## src/lidar_pkg.sv

```systemverilog
package lidar_pkg;

	// Echo sample layout
	localparam int SAMPLE_W  = 16;
	localparam int ECHO_W    = 4 * SAMPLE_W;	// rise, fall, dist, rssi from the MSB
	localparam int ADDR_W    = 8;				// 255 samples per sector at most
	localparam int ANGLE_W   = 16;
	localparam int STEP_FRAC = 8;				// Fraction bits of the index step

	// Resolution count is 9 bits, table byte doubled in 0.05 deg mode
	localparam int RESO_W    = ADDR_W + 1;

	typedef enum logic [3:0] {
		RESO_0P1  = 4'd0,
		RESO_0P05 = 4'd1,
		RESO_0P2  = 4'd2,
		RESO_0P33 = 4'd3
	} reso_mode_t;

	// Points per sector with the opto switch off, by mode
	localparam logic [RESO_W-1:0] RESO_TAB [4] = '{
		RESO_W'(90),
		RESO_W'(180),
		RESO_W'(45),
		RESO_W'(27)
	};

	// Code angle count of a full turn, by mode
	localparam logic [ANGLE_W-1:0] CIRCLE_TAB [4] = '{
		ANGLE_W'(3600),
		ANGLE_W'(7200),
		ANGLE_W'(1800),
		ANGLE_W'(1080)
	};

endpackage

```

## src/sector_angle.sv

```systemverilog
`timescale 1ns/1ps

module sector_angle import lidar_pkg::*; (
	input  logic               i_clk_50m,
	input  logic               i_rst_n,
	input  logic               i_opto_fall,
	input  logic               i_zero_sign,
	input  logic [3:0]         i_reso_mode,
	input  logic               i_opto_switch,
	input  logic [7:0]         i_opto_rddata,
	output logic [ADDR_W-1:0]  o_opto_rdaddr,
	output logic [ANGLE_W-1:0] o_sec_angle,
	output logic [RESO_W-1:0]  o_reso_cnt,
	output logic [ANGLE_W-1:0] o_angle_max
);

	reso_mode_t         r_mode;
	logic               r_switch;
	logic [7:0]         r_tab;			// Calibration byte of this sector
	logic [ADDR_W-1:0]  r_rdaddr;
	logic [RESO_W-1:0]  r_reso;
	logic [ANGLE_W-1:0] r_max;
	logic [ANGLE_W-1:0] r_acc;			// Start angle of the sector in progress
	logic [ANGLE_W-1:0] r_sec_angle;

	always_ff @(posedge i_clk_50m or negedge i_rst_n) begin
		if (!i_rst_n) begin
			r_mode   <= RESO_0P1;
			r_switch <= 1'b0;
			r_tab    <= '0;
		end else begin
			r_mode   <= reso_mode_t'(i_reso_mode);
			r_switch <= i_opto_switch;
			r_tab    <= i_opto_rddata;
		end
	end

	// Table address is the sector number within the turn
	always_ff @(posedge i_clk_50m or negedge i_rst_n) begin
		if (!i_rst_n)
			r_rdaddr <= '0;
		else if (i_zero_sign)
			r_rdaddr <= '0;
		else if (i_opto_fall)
			r_rdaddr <= r_rdaddr + 1'b1;
	end

	// Unknown mode codes leave R and the circle count as they were
	always_ff @(posedge i_clk_50m or negedge i_rst_n) begin
		if (!i_rst_n) begin
			r_reso <= RESO_TAB[0];
			r_max  <= CIRCLE_TAB[0];
		end else begin
			case (r_mode)
				RESO_0P1: begin
					r_reso <= r_switch ? {1'b0, r_tab} : RESO_TAB[0];
					r_max  <= CIRCLE_TAB[0];
				end
				RESO_0P05: begin
					r_reso <= r_switch ? {r_tab, 1'b0} : RESO_TAB[1];	// Twice the byte
					r_max  <= CIRCLE_TAB[1];
				end
				RESO_0P2, RESO_0P33: begin
					r_reso <= RESO_TAB[r_mode[1:0]];
					r_max  <= CIRCLE_TAB[r_mode[1:0]];
				end
				default: ;
			endcase
		end
	end

	always_ff @(posedge i_clk_50m or negedge i_rst_n) begin
		if (!i_rst_n) begin
			r_acc       <= '0;
			r_sec_angle <= '0;
		end else if (i_zero_sign) begin
			r_sec_angle <= r_acc;
			r_acc       <= '0;
		end else if (i_opto_fall) begin
			r_sec_angle <= r_acc;
			r_acc       <= r_acc + ANGLE_W'(r_reso);
		end
	end

	assign o_opto_rdaddr = r_rdaddr;
	assign o_sec_angle   = r_sec_angle;
	assign o_reso_cnt    = r_reso;
	assign o_angle_max   = r_max;

	// Start angle is bounded by one turn plus a full table of sectors
	a_sec_angle_range: assert property (@(posedge i_clk_50m) disable iff (!i_rst_n)
		18'(r_sec_angle) < 18'(r_max) + 18'(r_reso) * 18'd255);

endmodule

```

## config.mk

```make
export PLATFORM = sky130hd
export DESIGN_NAME = sector_angle
export DESIGN_NICKNAME = d
export VERILOG_FILES = /design/src/lidar_pkg.sv /design/src/sector_angle.sv
export SDC_FILE = /design/constraint.sdc
export NUM_CORES = 1
export LEC_CHECK = 0
export ABC_AREA = 1
export BUFFER_PORTS_ARGS = -buffer_cell sky130_fd_sc_hd__buf_2
export CAP_MARGIN = 20
export CORE_ASPECT_RATIO = 0.6
export CORE_UTILIZATION = 40
export CTS_BUF_LIST = sky130_fd_sc_hd__clkbuf_4
export CTS_CLUSTER_SIZE = 14
export DETAILED_ROUTE_END_ITERATION = 16
export GPL_ROUTABILITY_DRIVEN = 0
export PLACE_DENSITY = 0.63
export SKIP_LAST_GASP = 1
export SLEW_MARGIN = 20
export SYNTH_ARGS = -nofsm -noshare
export SYNTH_HDL_FRONTEND = slang
export SYNTH_SLANG_ARGS = --single-unit
```

## constraint.sdc

```tcl
create_clock -name i_clk_50m -period 1.5 [get_ports i_clk_50m]
set_input_delay 0.075 -clock i_clk_50m [delete_from_list [all_inputs] [get_ports i_clk_50m]]
set_output_delay 0.075 -clock i_clk_50m [all_outputs]
set_load 0.01 [all_outputs]
```

==> flow_summary.toml <==
[status]
status = "finished, violations left"
violations = "setup timing"

[placed_design]
post_dp_cell_area_um2 = 4230
dp_hpwl_um = 6380
portBuffers = 56
place_ws_ns = -0.188
dpl.cell_count = 608

[drt]
first_pass_iters = 5
via_per_inst = 4.98
ant_nets = 0
routed_wl_um = 9700
drc = 0
initialDrtViolationCount = 287
vias = 3275
post_drt_wl_per_cell_um = 14.8

[grt]
grtUsageMet3_pct = 8.44
antenna_found_initial = 0
grt.total_usage_pct = 21.8
grt_max_degree = 70
busiest_layer = "met1"
grt_pass1_wl_um = 14700
gr-usage-met2_pct = 30.2
grt_pass1_vias = 3035
grt_overflow = 0
gr-usage-met1_pct = 31.0

[timing]
min_period_ns = 1.75
fin_skew_ns = 0.0177
setup_slack_ns = -0.247
setup_viol = 16
max_freq_ghz = 0.572
final_max_slew_viol_count = 0
hold_violations = 0
rsz0062_at_grt = "yes"
finalCritPeriodShare_pct = 116

[critical_path]
crit_type = "flip-flop to flip-flop"
end_kind = "flip-flop"
cp_max_fo = 6
cp.required_ns = 1.83
worstSetupStartpointType = "flip-flop"
arrival_ns = 2.08

[yosys]
syn_area_um2 = 3470
synth.yosys.seq_area_share_pct = 50.0
synth.ff_latch_count = 69
avgSynthCellArea_um2 = 8.58
synthCells = 405
yosys_warnings = 0
synth_cell_types = 35

[die]
num_rows = 25
die_h_um = 74.2
die_w_um = 122
start_util_pct = 42.7
die_area_um2 = 9070
design.core.area_um2 = 8130
ios = 66

[layout]
drive_above_1_share_pct = 41.3
syn_to_final_growth_pct = 45.4
insertedDiodeCount = 0
postLayoutCellArea_um2 = 5050
final_util_pct = 62.1
n_fill_cell = 657
nets = 577
final_common_cell = "nand2_1"
fin_cells = 657
final_cell_mix = "nand2_1 (88), dfrtp_1 (59), buf_4 (57)"

[pwr]
power_leakage_nw = 2.56
p_seq_share_pct = 38.7
p_clk_share_pct = 21.8
combPwrFrac_pct = 39.5
p_per_area_nw_per_um2 = 1220
ir_drop_uv = 586
power.switching_mw = 2.16
p_int_mw = 4.00
p_sw_share_pct = 35.0
power_mw = 6.16

[clock_network]
h-tree-depth = 3
worstSkewPairLatency_ns = 0.43
cts-root-buf = "clkbuf_4"
cts_sinks = 69
cts_inserted_buffers = 9
cts_tree = "built"
clk_pin_slew_worst_paths_ns = 0.12
cts_buffer_depth = 2

[hold_path]
min_path_type = "input pin to flip-flop"

[flow_run]
drv_cap = 0
-- worst paths after layout --
path,to,slack [ns],start,depth (start not counted)
max reg2reg,r_acc[12]$_DFFE_PN0P_,-0.25,o_reso_cnt[1]$_DFFE_PN1P_,7
min in group asynchronous,r_tab[4]$_DFF_PN0_,0.18,i_rst_n,3
max in group asynchronous,o_angle_max[9]$_DFFE_PN1P_,1.00,i_rst_n,3
min reg2reg,o_sec_angle[5]$_DFFE_PN0P_,0.49,o_sec_angle[5]$_DFFE_PN0P_,2
min,r_acc[4]$_DFFE_PN0P_,0.05,i_opto_fall,4
max,r_acc[12]$_DFFE_PN0P_,-0.25,o_reso_cnt[1]$_DFFE_PN1P_,7
-- flip-flops by register name, indices dropped and copies added, names as in the netlist --
| register | cells |
|---|---|
| r_mode | 4 |
| r_acc | 16 |
| o_reso_cnt | 9 |
| r_switch | 1 |
| r_tab | 8 |
| o_opto_rdaddr | 8 |
| o_sec_angle | 16 |
| o_angle_max | 7 |
-- Yosys cell counts --
| cell | number | area share, % |
|---|---|---|
| a21boi_0 | 1 | 0.22 |
| a21oi_1 | 18 | 2.6 |
| a21oi_2 | 1 | 0.25 |
| a22o_1 | 1 | 0.25 |
| a31oi_1 | 3 | 0.54 |
| a31oi_2 | 1 | 0.36 |
| buf_12 | 1 | 0.58 |
| buf_2 | 3 | 0.43 |
| buf_4 | 9 | 1.9 |
| clkbuf_1 | 3 | 0.32 |
| conb_1 | 2 | 0.22 |
| dfrtp_1 | 62 | 45 |
| dfstp_2 | 7 | 5.3 |
| fa_1 | 1 | 0.58 |
| ha_1 | 15 | 5.4 |
| inv_1 | 47 | 5.1 |
| inv_2 | 1 | 0.11 |
| inv_6 | 1 | 0.25 |
| nand2_1 | 103 | 11 |
| nand2_4 | 3 | 0.97 |
| nand2_8 | 2 | 1.2 |
| nand3_1 | 29 | 4.2 |
| nand3b_1 | 2 | 0.43 |
| nand4_1 | 3 | 0.54 |
| nor2_1 | 39 | 4.2 |
| nor2_2 | 3 | 0.54 |
| nor2_4 | 1 | 0.32 |
| nor3_1 | 4 | 0.58 |
| o211ai_1 | 1 | 0.22 |
| o21ai_0 | 21 | 3.0 |
| o22a_1 | 3 | 0.76 |
| o22ai_1 | 9 | 1.6 |
| o31ai_1 | 1 | 0.22 |
| xnor2_1 | 1 | 0.25 |
| xor2_1 | 3 | 0.76 |
-- per-stage QoR --
step / setup TNS, ns / hold slack, ns
2_1_floorplan: -0.470 / -0.221
3_3_place_gp: -0.891 / 0.127
3_5_place_dp: -1.40 / 0.130
4_1_cts: -1.04 / 0.0228
5_1_grt: -3.72 / 0.0318
6_report: -1.87 / 0.0518
-- worst max-delay path: stages (launching register included) --
cell and delay (ns):
dfstp_2 0.57, inv_2 0.05, fa_2 0.43, nand3b_1 0.25, nand3_4 0.13, nand3_1 0.09
nand2_1 0.08, nor2_1 0.05
-- layout make-up --
class,count,area (µm²),area share (%)
clock buffers,9,67.6,1.34
clock inverters,7,90.1,1.78
inverters,49,199,3.94
multi-input cells,279,1850,36.7
flip-flops and latches,69,1740,34.4
well taps,108,135,2.68
repair buffers,136,966,19.1
-- what timing repair did --
| item | 4_1_cts | 5_1_grt |
|---|---|---|
| pin swaps | 8 | 17 |
| hold buffers | 15 | 0 |
| buffers inserted | 5 | 12 |
| gates cloned | 1 | 0 |
| resized for setup | 18 | 70 |
| hold endpoints to repair | 84 | 0 |
| setup endpoints to repair | 16 | 29 |
-- routing by layer --
layer	wire [µm]	up-vias
met3	848	18
li1	-	1571
met2	4140	134
met4	155	0
met5	0	-
met1	4550	1552
-- cells by family (layout without fill, tap and decap cells) --
kind of cell / after synthesis / in the layout / synth area share [%]
simple gates: 189 / 190 / 24.1
xor+xnor: 4 / 4 / 1.01
buf+inv: 65 / 201 / 8.72
other cells: 2 / 9 / 0.216
compound gates: 60 / 60 / 10.1
flops: 69 / 69 / 50.0
fa+ha+maj: 16 / 16 / 5.98
-- power groups by stage --
stage | logic (mW) | clock network (mW) | registers (mW)
3_5_place_dp | 1.91 | 0 | 2.38
3_3_place_gp | 1.88 | 0 | 2.37
6_report | 2.43 | 1.35 | 2.38
5_1_grt | 2.68 | 1.48 | 2.41
2_1_floorplan | 0.988 | 0 | 2.44
4_1_cts | 2.10 | 1.37 | 2.37
No activity file was read; power rests on OpenSTA's default activity.
