$ cat src/lidar_pkg.sv
package lidar_pkg;

	// Echo sample layout
	localparam int SAMPLE_W  = 16;
	localparam int ECHO_W    = 4 * SAMPLE_W;	// rise, fall, dist, rssi from the MSB
	localparam int ADDR_W    = 8;				// 255 samples per sector at most
	localparam int ANGLE_W   = 16;
	localparam int STEP_FRAC = 8;				// Fraction bits of the index step

	// Resolution count is 9 bits, table byte doubled in 0.05 deg mode
	localparam int RESO_W    = ADDR_W + 1;

	typedef enum logic [3:0] {
		RESO_0P1  = 4'd0,
		RESO_0P05 = 4'd1,
		RESO_0P2  = 4'd2,
		RESO_0P33 = 4'd3
	} reso_mode_t;

	// Points per sector with the opto switch off, by mode
	localparam logic [RESO_W-1:0] RESO_TAB [4] = '{
		RESO_W'(90),
		RESO_W'(180),
		RESO_W'(45),
		RESO_W'(27)
	};

	// Code angle count of a full turn, by mode
	localparam logic [ANGLE_W-1:0] CIRCLE_TAB [4] = '{
		ANGLE_W'(3600),
		ANGLE_W'(7200),
		ANGLE_W'(1800),
		ANGLE_W'(1080)
	};

endpackage

$ cat src/point_divider.sv
`timescale 1ns/1ps

module point_divider import lidar_pkg::*; (
	input  logic                  i_clk_50m,
	input  logic                  i_rst_n,
	input  logic                  i_div_start,
	input  logic [2*ADDR_W-1:0]   i_dividend,
	input  logic [ADDR_W-1:0]     i_divisor,
	output logic [2*ADDR_W-1:0]   o_quotient,
	output logic                  o_div_done
);

	localparam int DVD_W = 2 * ADDR_W;

	logic [4:0]        r_cnt;		// Quotient bits still to produce
	logic              r_done;
	logic [DVD_W-1:0]  r_dvd;		// Dividend shifts out, quotient shifts in
	logic [ADDR_W-1:0] r_rem;
	logic [ADDR_W-1:0] r_dsr;
	logic [ADDR_W:0]   w_trial;
	logic [ADDR_W:0]   w_diff;
	logic              w_ge;

	assign w_trial = {r_rem, r_dvd[DVD_W-1]};
	assign w_diff  = w_trial - {1'b0, r_dsr};
	assign w_ge    = (w_trial >= {1'b0, r_dsr});

	always_ff @(posedge i_clk_50m or negedge i_rst_n) begin
		if (!i_rst_n) begin
			r_cnt  <= '0;
			r_done <= 1'b0;
		end else begin
			r_done <= 1'b0;
			if (i_div_start) begin
				r_cnt <= 5'(DVD_W);
			end else if (r_cnt != '0) begin
				r_cnt <= r_cnt - 1'b1;
				if (r_cnt == 5'd1)
					r_done <= 1'b1;		// Last bit lands with the done pulse
			end
		end
	end

	always_ff @(posedge i_clk_50m) begin
		if (i_div_start) begin
			r_dvd <= i_dividend;
			r_rem <= '0;
			r_dsr <= i_divisor;
		end else if (r_cnt != '0) begin
			r_rem <= w_ge ? w_diff[ADDR_W-1:0] : w_trial[ADDR_W-1:0];
			r_dvd <= {r_dvd[DVD_W-2:0], w_ge};
		end
	end

	assign o_quotient = r_dvd;
	assign o_div_done = r_done;

	a_no_start_busy: assert property (@(posedge i_clk_50m) disable iff (!i_rst_n)
		i_div_start |-> (r_cnt == '0));

endmodule

$ cat config.mk
export PLATFORM = sky130hd
export DESIGN_NAME = point_divider
export DESIGN_NICKNAME = d
export VERILOG_FILES = /design/src/lidar_pkg.sv /design/src/point_divider.sv
export SDC_FILE = /design/constraint.sdc
export NUM_CORES = 1
export LEC_CHECK = 0
export ABC_CLOCK_PERIOD_IN_PS = 2600
export BUFFER_PORTS_ARGS = -buffer_cell sky130_fd_sc_hd__buf_2
export CAP_MARGIN = 20
export CORE_UTILIZATION = 25
export CTS_CLUSTER_DIAMETER = 150
export DETAILED_ROUTE_END_ITERATION = 8
export PLACE_DENSITY = 0.4
export RECOVER_POWER = 25
export SLEW_MARGIN = 20
export SYNTH_ARGS = -nofsm -noshare
export SYNTH_HDL_FRONTEND = slang
export SYNTH_SLANG_ARGS = --single-unit
$ cat constraint.sdc
create_clock -name i_clk_50m -period 2.6 [get_ports i_clk_50m]
set_clock_uncertainty 0.2 [all_clocks]
set_input_delay 0.26 -clock i_clk_50m [delete_from_list [all_inputs] [get_ports i_clk_50m]]
set_output_delay 0.26 -clock i_clk_50m [all_outputs]
set_load 0.02 [all_outputs]
==> out/summary.log <==
[status] result of the run complete, no violations
[drt] Highest Signal Layer met4
[place] total placed cells including tap cells 323
[clocking] buffers from clock root to sink, at most 2
[worst_hold_path] Hold Path Stages 2
[place] Place WS 0.332 ns
[die] Core ar. 7890 um^2
[sta] final critical-path setup slack 0.283 ns
[logic_synthesis] EDFF count, synth 24
[sta] setup repair after global routing missed its margin false
[logic_synthesis] Synth area leaders sky130_fd_sc_hd__edfxtp_1 (35%), sky130_fd_sc_hd__mux2_2 (8.7%), sky130_fd_sc_hd__dfxtp_1 (7.7%), sky130_fd_sc_hd__dfrtp_1 (7.3%), sky130_fd_sc_hd__ha_1 (6.6%)
[power_and_ir_drop] Clk network pwr share 16.2%
[worst_hold_path] worst min-delay path category in2reg
[logic_synthesis] post-synth design cell area 2070 um^2
[logic_synthesis] mean area per synthesized cell 11.6 um^2
[power_and_ir_drop] total internal power 1.50 mW
[sta] Max Slew Vio Count 0
[global_route] antenna violations before repair 0
[clocking] hold_buf cts 9
[die] area enclosed by the die boundary 8650 um^2
[setup_path] endpoint type of the worst setup path flip-flop
[drt] count of nets left with antenna violations after detail routing 0
[global_route] wire length of the first global-routing pass 7.86 mm
[final_layout] Syn-to-layout area delta 24.8%
[setup_path] critical path required time 2.63 ns
[setup_path] cell type group with the largest total delay on the critical path buffers and inverters
[drt] number of DRC violations after detailed routing 0
[drt] met3 layer wire length in the routed design 226 um
[setup_path] number of stages on the worst setup path 6
[drt] drt pass-1 iters 4
[logic_synthesis] flop and latch count out of synthesis 38
[drt] number of vias in the routed layout 1583
[setup_path] peak per-stage delay on the critical path 0.64 ns
[logic_synthesis] share of synthesized flip-flops with an asynchronous set or reset 15.8%
[logic_synthesis] post-synth top area share 34.8%
[clocking] total clock buffers created by CTS 5
[flow_run] max-capacitance violation count 0
[sta] Relative slew margins 51.4%
[logic_synthesis] YS warnings 0
[drt] Iteration-0 DRC Markers 65
[place] DP Wirelength 3.44 mm
[place] total placed instance area 2420 um^2
[clocking] H-tree depth 2
[logic_synthesis] cell taking the most area after synthesis sky130_fd_sc_hd__edfxtp_1
[die] row count 32
[setup_path] startpoint kind of the worst setup timing path input port
[setup_path] number of cells on the worst reg-to-reg path 7
[place] count of port buffers added during placement 43
[sta] setup TNS after final layout 0 ns
[setup_path] data arrival at the endpoint of the critical path 2.35 ns
[global_route] maximum number of pins on one net before global-route repair 27
[global_route] via count of the first global-routing pass 1566
[sta] fin crit period 2.32 ns
[power_and_ir_drop] Static Leakage 1.11 nW
[die] Vert. Die Dim 93.0 um
[logic_synthesis] top flip-flop cell by instance count after synthesis sky130_fd_sc_hd__edfxtp_1
[final_layout] # nets final 276
[clocking] CTS tree built
[final_layout] final non-filler cell total 340
[die] initial core utilization 26.3%
[final_layout] Register Area 1030 um^2
[clocking] clock latency of the later-clocked register in the worst-skew pair 0.29 ns
[die] Die X-Extent 93.0 um
[power_and_ir_drop] relative contribution of combinational cells to total power 45.7%
[final_layout] Multi-input gate area 958 um^2
[final_layout] commonest cells after routing, fill and taps aside sky130_fd_sc_hd__buf_2 (41), sky130_fd_sc_hd__edfxtp_1 (24), sky130_fd_sc_hd__inv_1 (17), sky130_fd_sc_hd__mux2_2 (16), sky130_fd_sc_hd__nor2_1 (13)
[final_layout] number of filler instances in the final layout 810
[power_and_ir_drop] total power 2.50 mW
[clocking] register clock-pin slew on the reported worst setup and hold paths 0.08 ns
[power_and_ir_drop] part of the power in registers 38.1%
[sta] total count of hold-check failures in the final report 0
[sta] part of the cycle the worst path needs 89.1%
[power_and_ir_drop] switching power 1.00 mW
[final_layout] area of all placed cells without fillers 2580 um^2
[power_and_ir_drop] power density of the placed cells 969 nW/um^2
[clocking] number of cells upsized or downsized after cts 0
[logic_synthesis] cell count after synthesis 179
[power_and_ir_drop] switching power share of the total 40.0%
[final_layout] antenna diode count 0
[clocking] buffer type at the clock tree root sky130_fd_sc_hd__clkbuf_8
[power_and_ir_drop] peak ir drop on the vdd network 0.371 mV
[sta] Max Clock Freq 432 MHz
[clocking] clock sink count 38
[logic_synthesis] count of unique library cells instantiated by Yosys 49
[setup_path] CP max stage cell sky130_fd_sc_hd__nor2_1
[drt] post-DR vias/cell 4.66
[logic_synthesis] part of the Yosys area used for sequential elements 49.8%
[global_route] global-route total usage across every layer 11.8%
[die] # IOs 44
[final_layout] commonest non-fill, non-tap cell in the layout sky130_fd_sc_hd__buf_2
[logic_synthesis] syn nets 218
[setup_path] critical path fanouts, max 26
[setup_path] worst-path cell chain clkbuf_1 > clkbuf_2 > nor2_1 > inv_1 > a2111o_1 > nand3_1
[setup_path] worst setup path category in2reg
[place] GPL Wtd Cong 0.737
[drt] wire length on met1 2.22 mm
[final_layout] fraction of layout instances using a drive strength above 1 31.5%
[global_route] overflow left after global routing 0
[drt] Detailed Route WL 4.82 mm
[clocking] number of buffers inserted to repair setup after CTS 0
[sta] Worst Tran Pin Value 0.729 ns
[sta] final count of negative-setup-slack endpoints 0
[drt] drt wl/cell 14.2 um
[drt] sum of met2 wire segment lengths after detailed routing 2.32 mm
[setup_path] count of buffer and inverter cells on the critical path 3
cell usage after synthesis (2+ instances only):
cell type,instances
sky130_fd_sc_hd__edfxtp_1,24
sky130_fd_sc_hd__inv_1,17
sky130_fd_sc_hd__mux2_2,16
sky130_fd_sc_hd__nor2_1,13
sky130_fd_sc_hd__ha_1,11
sky130_fd_sc_hd__nand2_1,9
sky130_fd_sc_hd__dfxtp_1,8
sky130_fd_sc_hd__dfrtp_1,6
sky130_fd_sc_hd__nand3_1,6
sky130_fd_sc_hd__nor3_1,6
sky130_fd_sc_hd__a21oi_1,4
sky130_fd_sc_hd__nand3b_1,4
sky130_fd_sc_hd__nand4_1,4
sky130_fd_sc_hd__nand2b_1,3
sky130_fd_sc_hd__o21ai_0,3
sky130_fd_sc_hd__xnor2_1,3
sky130_fd_sc_hd__a2111o_1,2
sky130_fd_sc_hd__a211o_1,2
sky130_fd_sc_hd__a211oi_1,2
sky130_fd_sc_hd__a21oi_2,2
sky130_fd_sc_hd__a31oi_1,2
sky130_fd_sc_hd__buf_2,2
sky130_fd_sc_hd__clkbuf_1,2
sky130_fd_sc_hd__nor4_1,2
sky130_fd_sc_hd__o211ai_1,2
metal layers:
metal | vias up | global-route usage [%]
li1 | 782 | -
met1 | 759 | 15.2
met2 | 36 | 19.5
met3 | 6 | 3.09
met4 | 0 | 3.46
met5 | - | 0
cell type report:
class                           count  area share [%]
Clock inverter                      2           0.339
Tap cell                          102            4.94
Inverter                           17            2.47
Sequential cell                    38            39.9
Multi-Input combinational cell    120            37.1
Timing Repair Buffer               55            12.5
Clock buffer                        6            2.81
stage by stage:
stage	hold slack, ns	utilization [%]
after global placement	-0.103	30.7
after CTS	0.0588	32.8
final	0.0646	32.8
after detailed placement	-0.105	30.7
after floorplan	-0.236	-
after global routing	0.0616	32.8
sequential cells by signal, summed over array words and instances, names as in the netlist:
name        cells
r_rem           8
r_cnt           5
r_dsr           8
o_quotient     16
o_div_done      1
power by group through the flow:
| stage | clock network, mW | registers (mW) | logic (mW) |
|---|---|---|---|
| after floorplan | 0 | 1.03 | 0.760 |
| after global placement | 0 | 0.968 | 1.15 |
| after detailed placement | 0 | 0.966 | 1.13 |
| after CTS | 0.423 | 0.957 | 1.15 |
| after global routing | 0.449 | 0.984 | 1.26 |
| final | 0.407 | 0.955 | 1.14 |
path summary, 6_finish.rpt:
check | start | to | slack, ns
min reg2reg | r_rem[2]$_SDFFE_PP0P_ | r_rem[2]$_SDFFE_PP0P_ | 0.31
min | i_dividend[7] | o_quotient[7]$_DFFE_PP_ | 0.06
max | i_div_start | r_rem[4]$_SDFFE_PP0P_ | 0.28
max in group asynchronous | i_rst_n | r_cnt[1]$_DFFE_PN0P_ | 1.76
min in group asynchronous | i_rst_n | r_cnt[4]$_DFFE_PN0P_ | 0.18
max reg2reg | r_cnt[0]$_DFFE_PN0P_ | r_rem[4]$_SDFFE_PP0P_ | 0.30
cell families after synthesis:
family | count (synthesis) | synth area share (%)
simple gates | 54 | 13.9
flops | 38 | 49.8
compound gates | 33 | 13.9
buf+inv | 21 | 3.93
mux | 17 | 9.18
fa+ha+maj | 12 | 7.61
xor+xnor | 4 | 1.69
Power figures use the tool's default switching activity.
