<file path="src/lidar_pkg.sv">
package lidar_pkg;

	// Echo sample layout
	localparam int SAMPLE_W  = 16;
	localparam int ECHO_W    = 4 * SAMPLE_W;	// rise, fall, dist, rssi from the MSB
	localparam int ADDR_W    = 8;				// 255 samples per sector at most
	localparam int ANGLE_W   = 16;
	localparam int STEP_FRAC = 8;				// Fraction bits of the index step

	// Resolution count is 9 bits, table byte doubled in 0.05 deg mode
	localparam int RESO_W    = ADDR_W + 1;

	typedef enum logic [3:0] {
		RESO_0P1  = 4'd0,
		RESO_0P05 = 4'd1,
		RESO_0P2  = 4'd2,
		RESO_0P33 = 4'd3
	} reso_mode_t;

	// Points per sector with the opto switch off, by mode
	localparam logic [RESO_W-1:0] RESO_TAB [4] = '{
		RESO_W'(90),
		RESO_W'(180),
		RESO_W'(45),
		RESO_W'(27)
	};

	// Code angle count of a full turn, by mode
	localparam logic [ANGLE_W-1:0] CIRCLE_TAB [4] = '{
		ANGLE_W'(3600),
		ANGLE_W'(7200),
		ANGLE_W'(1800),
		ANGLE_W'(1080)
	};

endpackage

</file>
<file path="src/point_resampler.sv">
`timescale 1ns/1ps

module point_resampler import lidar_pkg::*; #(
	parameter int CREDITS = 4
) (
	input  logic                i_clk_50m,
	input  logic                i_rst_n,
	input  logic                i_opto_fall,
	input  logic                i_zero_sign,
	input  logic [ADDR_W-1:0]   i_point_num,
	input  logic [ANGLE_W-1:0]  i_sec_angle,
	input  logic [RESO_W-1:0]   i_reso_cnt,
	input  logic [ANGLE_W-1:0]  i_angle_max,
	input  logic [ANGLE_W-1:0]  i_angle_zero,
	output logic                o_div_start,
	output logic [2*ADDR_W-1:0] o_dividend,
	output logic [ADDR_W-1:0]   o_divisor,
	input  logic [2*ADDR_W-1:0] i_quotient,
	input  logic                i_div_done,
	output logic [ADDR_W-1:0]   o_rd_addr,
	input  logic [ECHO_W-1:0]   i_echo_rddata,
	output logic                o_pt_valid,
	output logic [ANGLE_W-1:0]  o_pt_angle,
	output logic [ECHO_W-1:0]   o_pt_data,
	input  logic                i_pt_credit,
	output logic                o_sector_done,
	output logic                o_overrun
);

	localparam int CRED_W = $clog2(CREDITS + 1);

	typedef enum logic [2:0] {
		IDLE,
		LAUNCH,
		DIVIDE,
		ADDR,
		EMIT,
		DONE
	} resample_state_t;

	resample_state_t      r_state;
	logic                 r_bnd;			// Boundary seen one cycle late
	logic                 r_q_ok;			// Quotient arrived
	logic                 r_pt_valid;
	logic                 r_sector_done;
	logic                 r_overrun;
	logic [CRED_W-1:0]    r_credit;
	logic [RESO_W-1:0]    r_k;				// Output point number
	logic [RESO_W-1:0]    r_r;
	logic [ADDR_W-1:0]    r_n;
	logic [ANGLE_W-1:0]   r_max;
	logic [ANGLE_W:0]     r_angle;			// Extra bit holds the unwrapped sum
	logic [2*ADDR_W-1:0]  r_idx;			// Sample index in 8.8 fixed point
	logic [ECHO_W-1:0]    r_pt_data;
	logic [ANGLE_W-1:0]   r_pt_angle;
	logic                 w_spend;
	logic                 w_last;
	logic                 w_wrapped;
	logic [ANGLE_W:0]     w_angle_inc;

	assign w_spend     = (r_state == EMIT) && (r_credit != '0);
	assign w_last      = (r_k == r_r - 1'b1);
	assign w_wrapped   = (r_angle < {1'b0, r_max});
	assign w_angle_inc = r_angle + 1'b1;

	always_ff @(posedge i_clk_50m or negedge i_rst_n) begin
		if (!i_rst_n) begin
			r_state       <= IDLE;
			r_bnd         <= 1'b0;
			r_q_ok        <= 1'b0;
			r_pt_valid    <= 1'b0;
			r_sector_done <= 1'b0;
			r_overrun     <= 1'b0;
			r_credit      <= CRED_W'(CREDITS);
			r_k           <= '0;
		end else begin
			r_bnd         <= i_opto_fall | i_zero_sign;
			r_pt_valid    <= w_spend;
			r_sector_done <= 1'b0;
			r_overrun     <= r_bnd && (r_state != IDLE);	// Sector dropped rather than queued
			r_credit      <= r_credit + CRED_W'(i_pt_credit) - CRED_W'(w_spend);
			case (r_state)
				IDLE: begin
					if (r_bnd) begin
						if (i_point_num == '0 || i_reso_cnt == '0)
							r_sector_done <= 1'b1;	// Nothing to replay
						else
							r_state <= LAUNCH;
					end
				end
				LAUNCH: begin
					r_q_ok  <= 1'b0;
					r_k     <= '0;
					r_state <= DIVIDE;
				end
				DIVIDE: begin
					if (i_div_done)
						r_q_ok <= 1'b1;
					// Start angle keeps wrapping while the divider runs
					if ((r_q_ok || i_div_done) && w_wrapped)
						r_state <= ADDR;
				end
				ADDR:
					r_state <= EMIT;		// RAM read in flight
				EMIT: begin
					if (w_spend) begin
						r_k     <= r_k + 1'b1;
						r_state <= w_last ? DONE : ADDR;
					end
				end
				DONE: begin
					r_sector_done <= 1'b1;
					r_state       <= IDLE;
				end
				default:
					r_state <= IDLE;
			endcase
		end
	end

	always_ff @(posedge i_clk_50m) begin
		if (r_state == IDLE && r_bnd) begin
			r_n     <= i_point_num;
			r_r     <= i_reso_cnt;
			r_max   <= i_angle_max;
			r_angle <= {1'b0, i_sec_angle} + {1'b0, i_angle_zero};
		end
		if (r_state == LAUNCH)
			r_idx <= '0;
		if ((r_state == LAUNCH || r_state == DIVIDE) && !w_wrapped)
			r_angle <= r_angle - {1'b0, r_max};
		if (w_spend) begin
			r_pt_data  <= i_echo_rddata;
			r_pt_angle <= r_angle[ANGLE_W-1:0];
			r_idx      <= r_idx + i_quotient;
			r_angle    <= (w_angle_inc >= {1'b0, r_max}) ? '0 : w_angle_inc;
		end
	end

	// R above 255 is always even here so both sides of the division are halved
	assign o_div_start = (r_state == LAUNCH);
	assign o_dividend  = r_r[RESO_W-1] ? {1'b0, r_n, {(STEP_FRAC-1){1'b0}}}
	                                   : {r_n, {STEP_FRAC{1'b0}}};
	assign o_divisor   = r_r[RESO_W-1] ? r_r[RESO_W-1:1] : r_r[ADDR_W-1:0];

	assign o_rd_addr     = r_idx[2*ADDR_W-1 -: ADDR_W];	// Integer part of k*Q
	assign o_pt_valid    = r_pt_valid;
	assign o_pt_angle    = r_pt_angle;
	assign o_pt_data     = r_pt_data;
	assign o_sector_done = r_sector_done;
	assign o_overrun     = r_overrun;

	a_credit_max: assert property (@(posedge i_clk_50m) disable iff (!i_rst_n)
		r_credit <= CRED_W'(CREDITS));

	// A point on the output still holds its credit
	a_valid_credit: assert property (@(posedge i_clk_50m) disable iff (!i_rst_n)
		r_pt_valid |-> (r_credit < CRED_W'(CREDITS)));

endmodule

</file>
<file path="config.mk">
export PLATFORM = sky130hd
export DESIGN_NAME = point_resampler
export DESIGN_NICKNAME = d
export VERILOG_FILES = /design/src/lidar_pkg.sv /design/src/point_resampler.sv
export SDC_FILE = /design/constraint.sdc
export NUM_CORES = 1
export LEC_CHECK = 0
export BUFFER_PORTS_ARGS = -buffer_cell sky130_fd_sc_hd__buf_2
export CAP_MARGIN = 20
export CORE_ASPECT_RATIO = 0.5
export CORE_UTILIZATION = 25
export DETAILED_ROUTE_END_ITERATION = 8
export PLACE_DENSITY = 0.47
export REMOVE_ABC_BUFFERS = 1
export SLEW_MARGIN = 30
export SYNTH_ARGS = -nofsm -noshare
export SYNTH_HDL_FRONTEND = slang
export SYNTH_SLANG_ARGS = --single-unit
</file>
<file path="constraint.sdc">
create_clock -name i_clk_50m -period 6.5 [get_ports i_clk_50m]
set_clock_uncertainty 0.05 [all_clocks]
set_input_delay 0.65 -clock i_clk_50m [delete_from_list [all_inputs] [get_ports i_clk_50m]]
set_output_delay 0.65 -clock i_clk_50m [all_outputs]
set_load 0.005 [all_outputs]
</file>
==> impl_metrics.ini <==
[placed_design]
place.gp.congestion = 0.8049
io_buffers = 259
dp_hpwl_um = 19650

[power_and_ir_drop]
powerDensity_nw_per_um2 = 441.9
p_int_mw = 3.175
finalPower_mw = 5.119
p_sw_mw = 1.944
p_leak_nw = 4.836
power_frac_clock = 0.215
seq_power_share = 0.353
swShare = 0.3797
power_frac_comb = 0.432
irDropWorstVdd_mv = 0.1825

[grt]
top_usage_layer = met2
use_met3 = 0.02614
grt_pass1_vias = 6735
grt_start_max_net_pins = 69
use_met2 = 0.2293
use_met1 = 0.1631
antenna_found_initial = 0
grt.total_usage = 0.1298
overflow = 0
grt_pass1_wl_um = 37250

[hold_path]
holdCritPathClass = in2async

[sta]
hold_viol = 0
finalSetupViolCount = 0
maxSlewHeadroom = 0.4114
slew_violations = 0
setup-tns-final_ps = 0
finalCritPeriodShare = 0.5966
period_needed_ps = 3878
tightestPinTransition_ps = 882.9
timing.fmax_mhz = 257.9
rsz0062_at_grt = false

[clocking]
numCtsBuffers = 17
hold_buffers = 0
ctsRootBufferMaster = clkbuf_16
cts_max_path_buffers = 2
cts_tree = built
postCtsResizedCells = 0
post_cts_buffers = 0
clock_latency_ps = 430
path_clk_slew_ps = 70
h-tree-depth = 4
cts_sinks = 166

[finish]
register_area_sq_um = 4886
multi_input_area_sq_um = 3954
n_fill_cell = 3762
diodes = 0
synthToLayoutAreaGrowth_pct = 26.10
drive_gt1_frac = 0.3122
final_net_count = 1251

[logic_synthesis]
ys_ff_latch = 166
synth_area_leader_cell = edfxtp_1
seq_area_frac_synth = 0.5319
netlist_area_sq_um = 9186
synth.distinct_cells = 73
synth_enable_flop_cells = 146
yosys-top-cells-area = edfxtp_1, ha_1, dfrtp_1, xnor2_1, xor2_1
ys.flop_type = edfxtp_1
syn_area_per_cell_sq_um = 11.95
yosysMostFrequentCell = edfxtp_1
yosysTopAreaCellShare = 0.4773
yosys_warnings = 0
synth_commonest_cells = edfxtp_1, ha_1, inv_1, nand2_1, nor2_1
synth-async-reset-ratio = 0.1205
synth_cells = 769

[routing]
drt-total-wl_um = 24990
vias = 6719
drc = 0
avgViaCountPerCell = 4.406
wire_per_inst_um = 16.39
drt_iter0_drc = 320
dr.pass1.iters = 5
ant_nets = 0

[critical_path]
cp_data_arrival_time_ps = 4070
crit_slowest_cell = or3_1
cp_slowest_stage_delay_ps = 570
path_depth = 13
startpoint_type = flop
cp_num_buf_inv = 1
path_class = reg2reg
required_ps = 6700
reg2regPathDepth = 13
path_max_fanout = 16
path_cells = nand3_1, nor3_1, nand2_1, nor4_1, xnor2_1, inv_1, ha_1, and4_1, and3_1, a211o_1, or3_1, nand2b_1, o21ai_0
critPathTopFamily = simple AND/OR/NAND/NOR gates
critPathCaptureType = flop

[status]
status = finished clean

[floorplanning]
die_w_um = 273.1
fp.dieH_um = 137.5
start_util = 0.2548
die_area_sq_um = 37560
pin_count = 267
fp-row-count = 49
coreArea_sq_um = 36050

[job]
drv_cap = 0
area by class of cell:
cell class / count / area share
Multi-Input combinational cell: 533 / 0.3413
Timing Repair Buffer: 263 / 0.1145
Sequential cell: 166 / 0.4218
Tap cell: 484 / 0.05228
Inverter: 47 / 0.01534
Clock buffer: 22 / 0.04007
Clock inverter: 10 / 0.01469
per-layer routing:
| layer | up-vias | part of all wire |
|---|---|---|
| met5 | - | 0 |
| met4 | 0 | 0.0085 |
| met3 | 15 | 0.033 |
| met2 | 111 | 0.53 |
| met1 | 3255 | 0.43 |
| li1 | 3338 | - |
path summary, 6_finish.rpt:
| kind | slack (ps) | endpoint | startpoint |
|---|---|---|---|
| min in group i_clk_50m | 340 | r_max[1] | i_angle_max[1] |
| max in group asynchronous | 5910 | r_credit[2] | i_rst_n |
| worst min register to register | 440 | r_credit[2] | r_credit[2] |
| worst min-delay path | 140 | r_q_ok | i_rst_n |
| worst max-delay path | 2620 | r_angle[7] | r_angle[2] |
| worst max register to register | 2620 | r_angle[7] | r_angle[2] |
flip-flops by register name (all words and copies together), names as in the netlist, 3 cells and up:
signal and flops:
r_credit 3, r_idx 16, r_k 9, o_pt_angle 16
r_state 3, r_n 8, r_angle 17, o_pt_data 64
r_max 16, r_r 9
metrics by stage:
step	area, sq um	std cells	worst slack, ps	util	hold slack (ps)
global route	11580	1525	2385	0.3213	149.3
CTS	11580	1525	2600	0.3213	134.9
detailed placement	10950	1493	2635	0.3037	432.6
finish	11580	1525	2622	0.3213	136.8
global placement	10940	1493	2685	0.3035	424.5
floorplan	9005	746	1964	-	304.4
power by group through the flow:
stage / combinational [mW] / sequential (mW) / clock [mW]
finish: 2.21 / 1.81 / 1.10
global route: 2.48 / 1.85 / 1.18
CTS: 2.24 / 1.81 / 1.13
detailed placement: 2.22 / 1.83 / 0
global placement: 2.21 / 1.82 / 0
floorplan: 1.55 / 1.78 / 0
layout by cell type, fill, tap and decap left out, types with 6 or more instances in the layout:
cell type / count
conb_1: 7
o21a_1: 9
o21ai_0: 38
nor3_1: 14
nand2_1: 47
nand3_1: 21
a31oi_1: 9
nor2b_1: 8
xnor2_1: 41
a21o_1: 8
dfrtp_1: 19
ha_1: 68
nor4_1: 7
inv_1: 46
nand2b_1: 19
and3_1: 10
edfxtp_1: 146
nor2_1: 47
a211oi_1: 8
nand4_1: 6
a21oi_1: 36
xor2_1: 28
mux2i_1: 10
or3_1: 6
buf_2: 259
clkbuf_16: 17
mux2_2: 12
kinds of logic (layout without fill, tap and decap cells):
group | count (synthesis) | count (layout) | synth area share
mux | 23 | 23 | 0.02683
simple gates | 208 | 208 | 0.1162
other cells | 1 | 7 | 0.0004082
fa+ha+maj | 72 | 72 | 0.1013
compound gates | 154 | 154 | 0.1162
flops | 166 | 166 | 0.5319
buf+inv | 76 | 342 | 0.04141
xor+xnor | 69 | 69 | 0.06579
(Power assumes the default switching activity.)
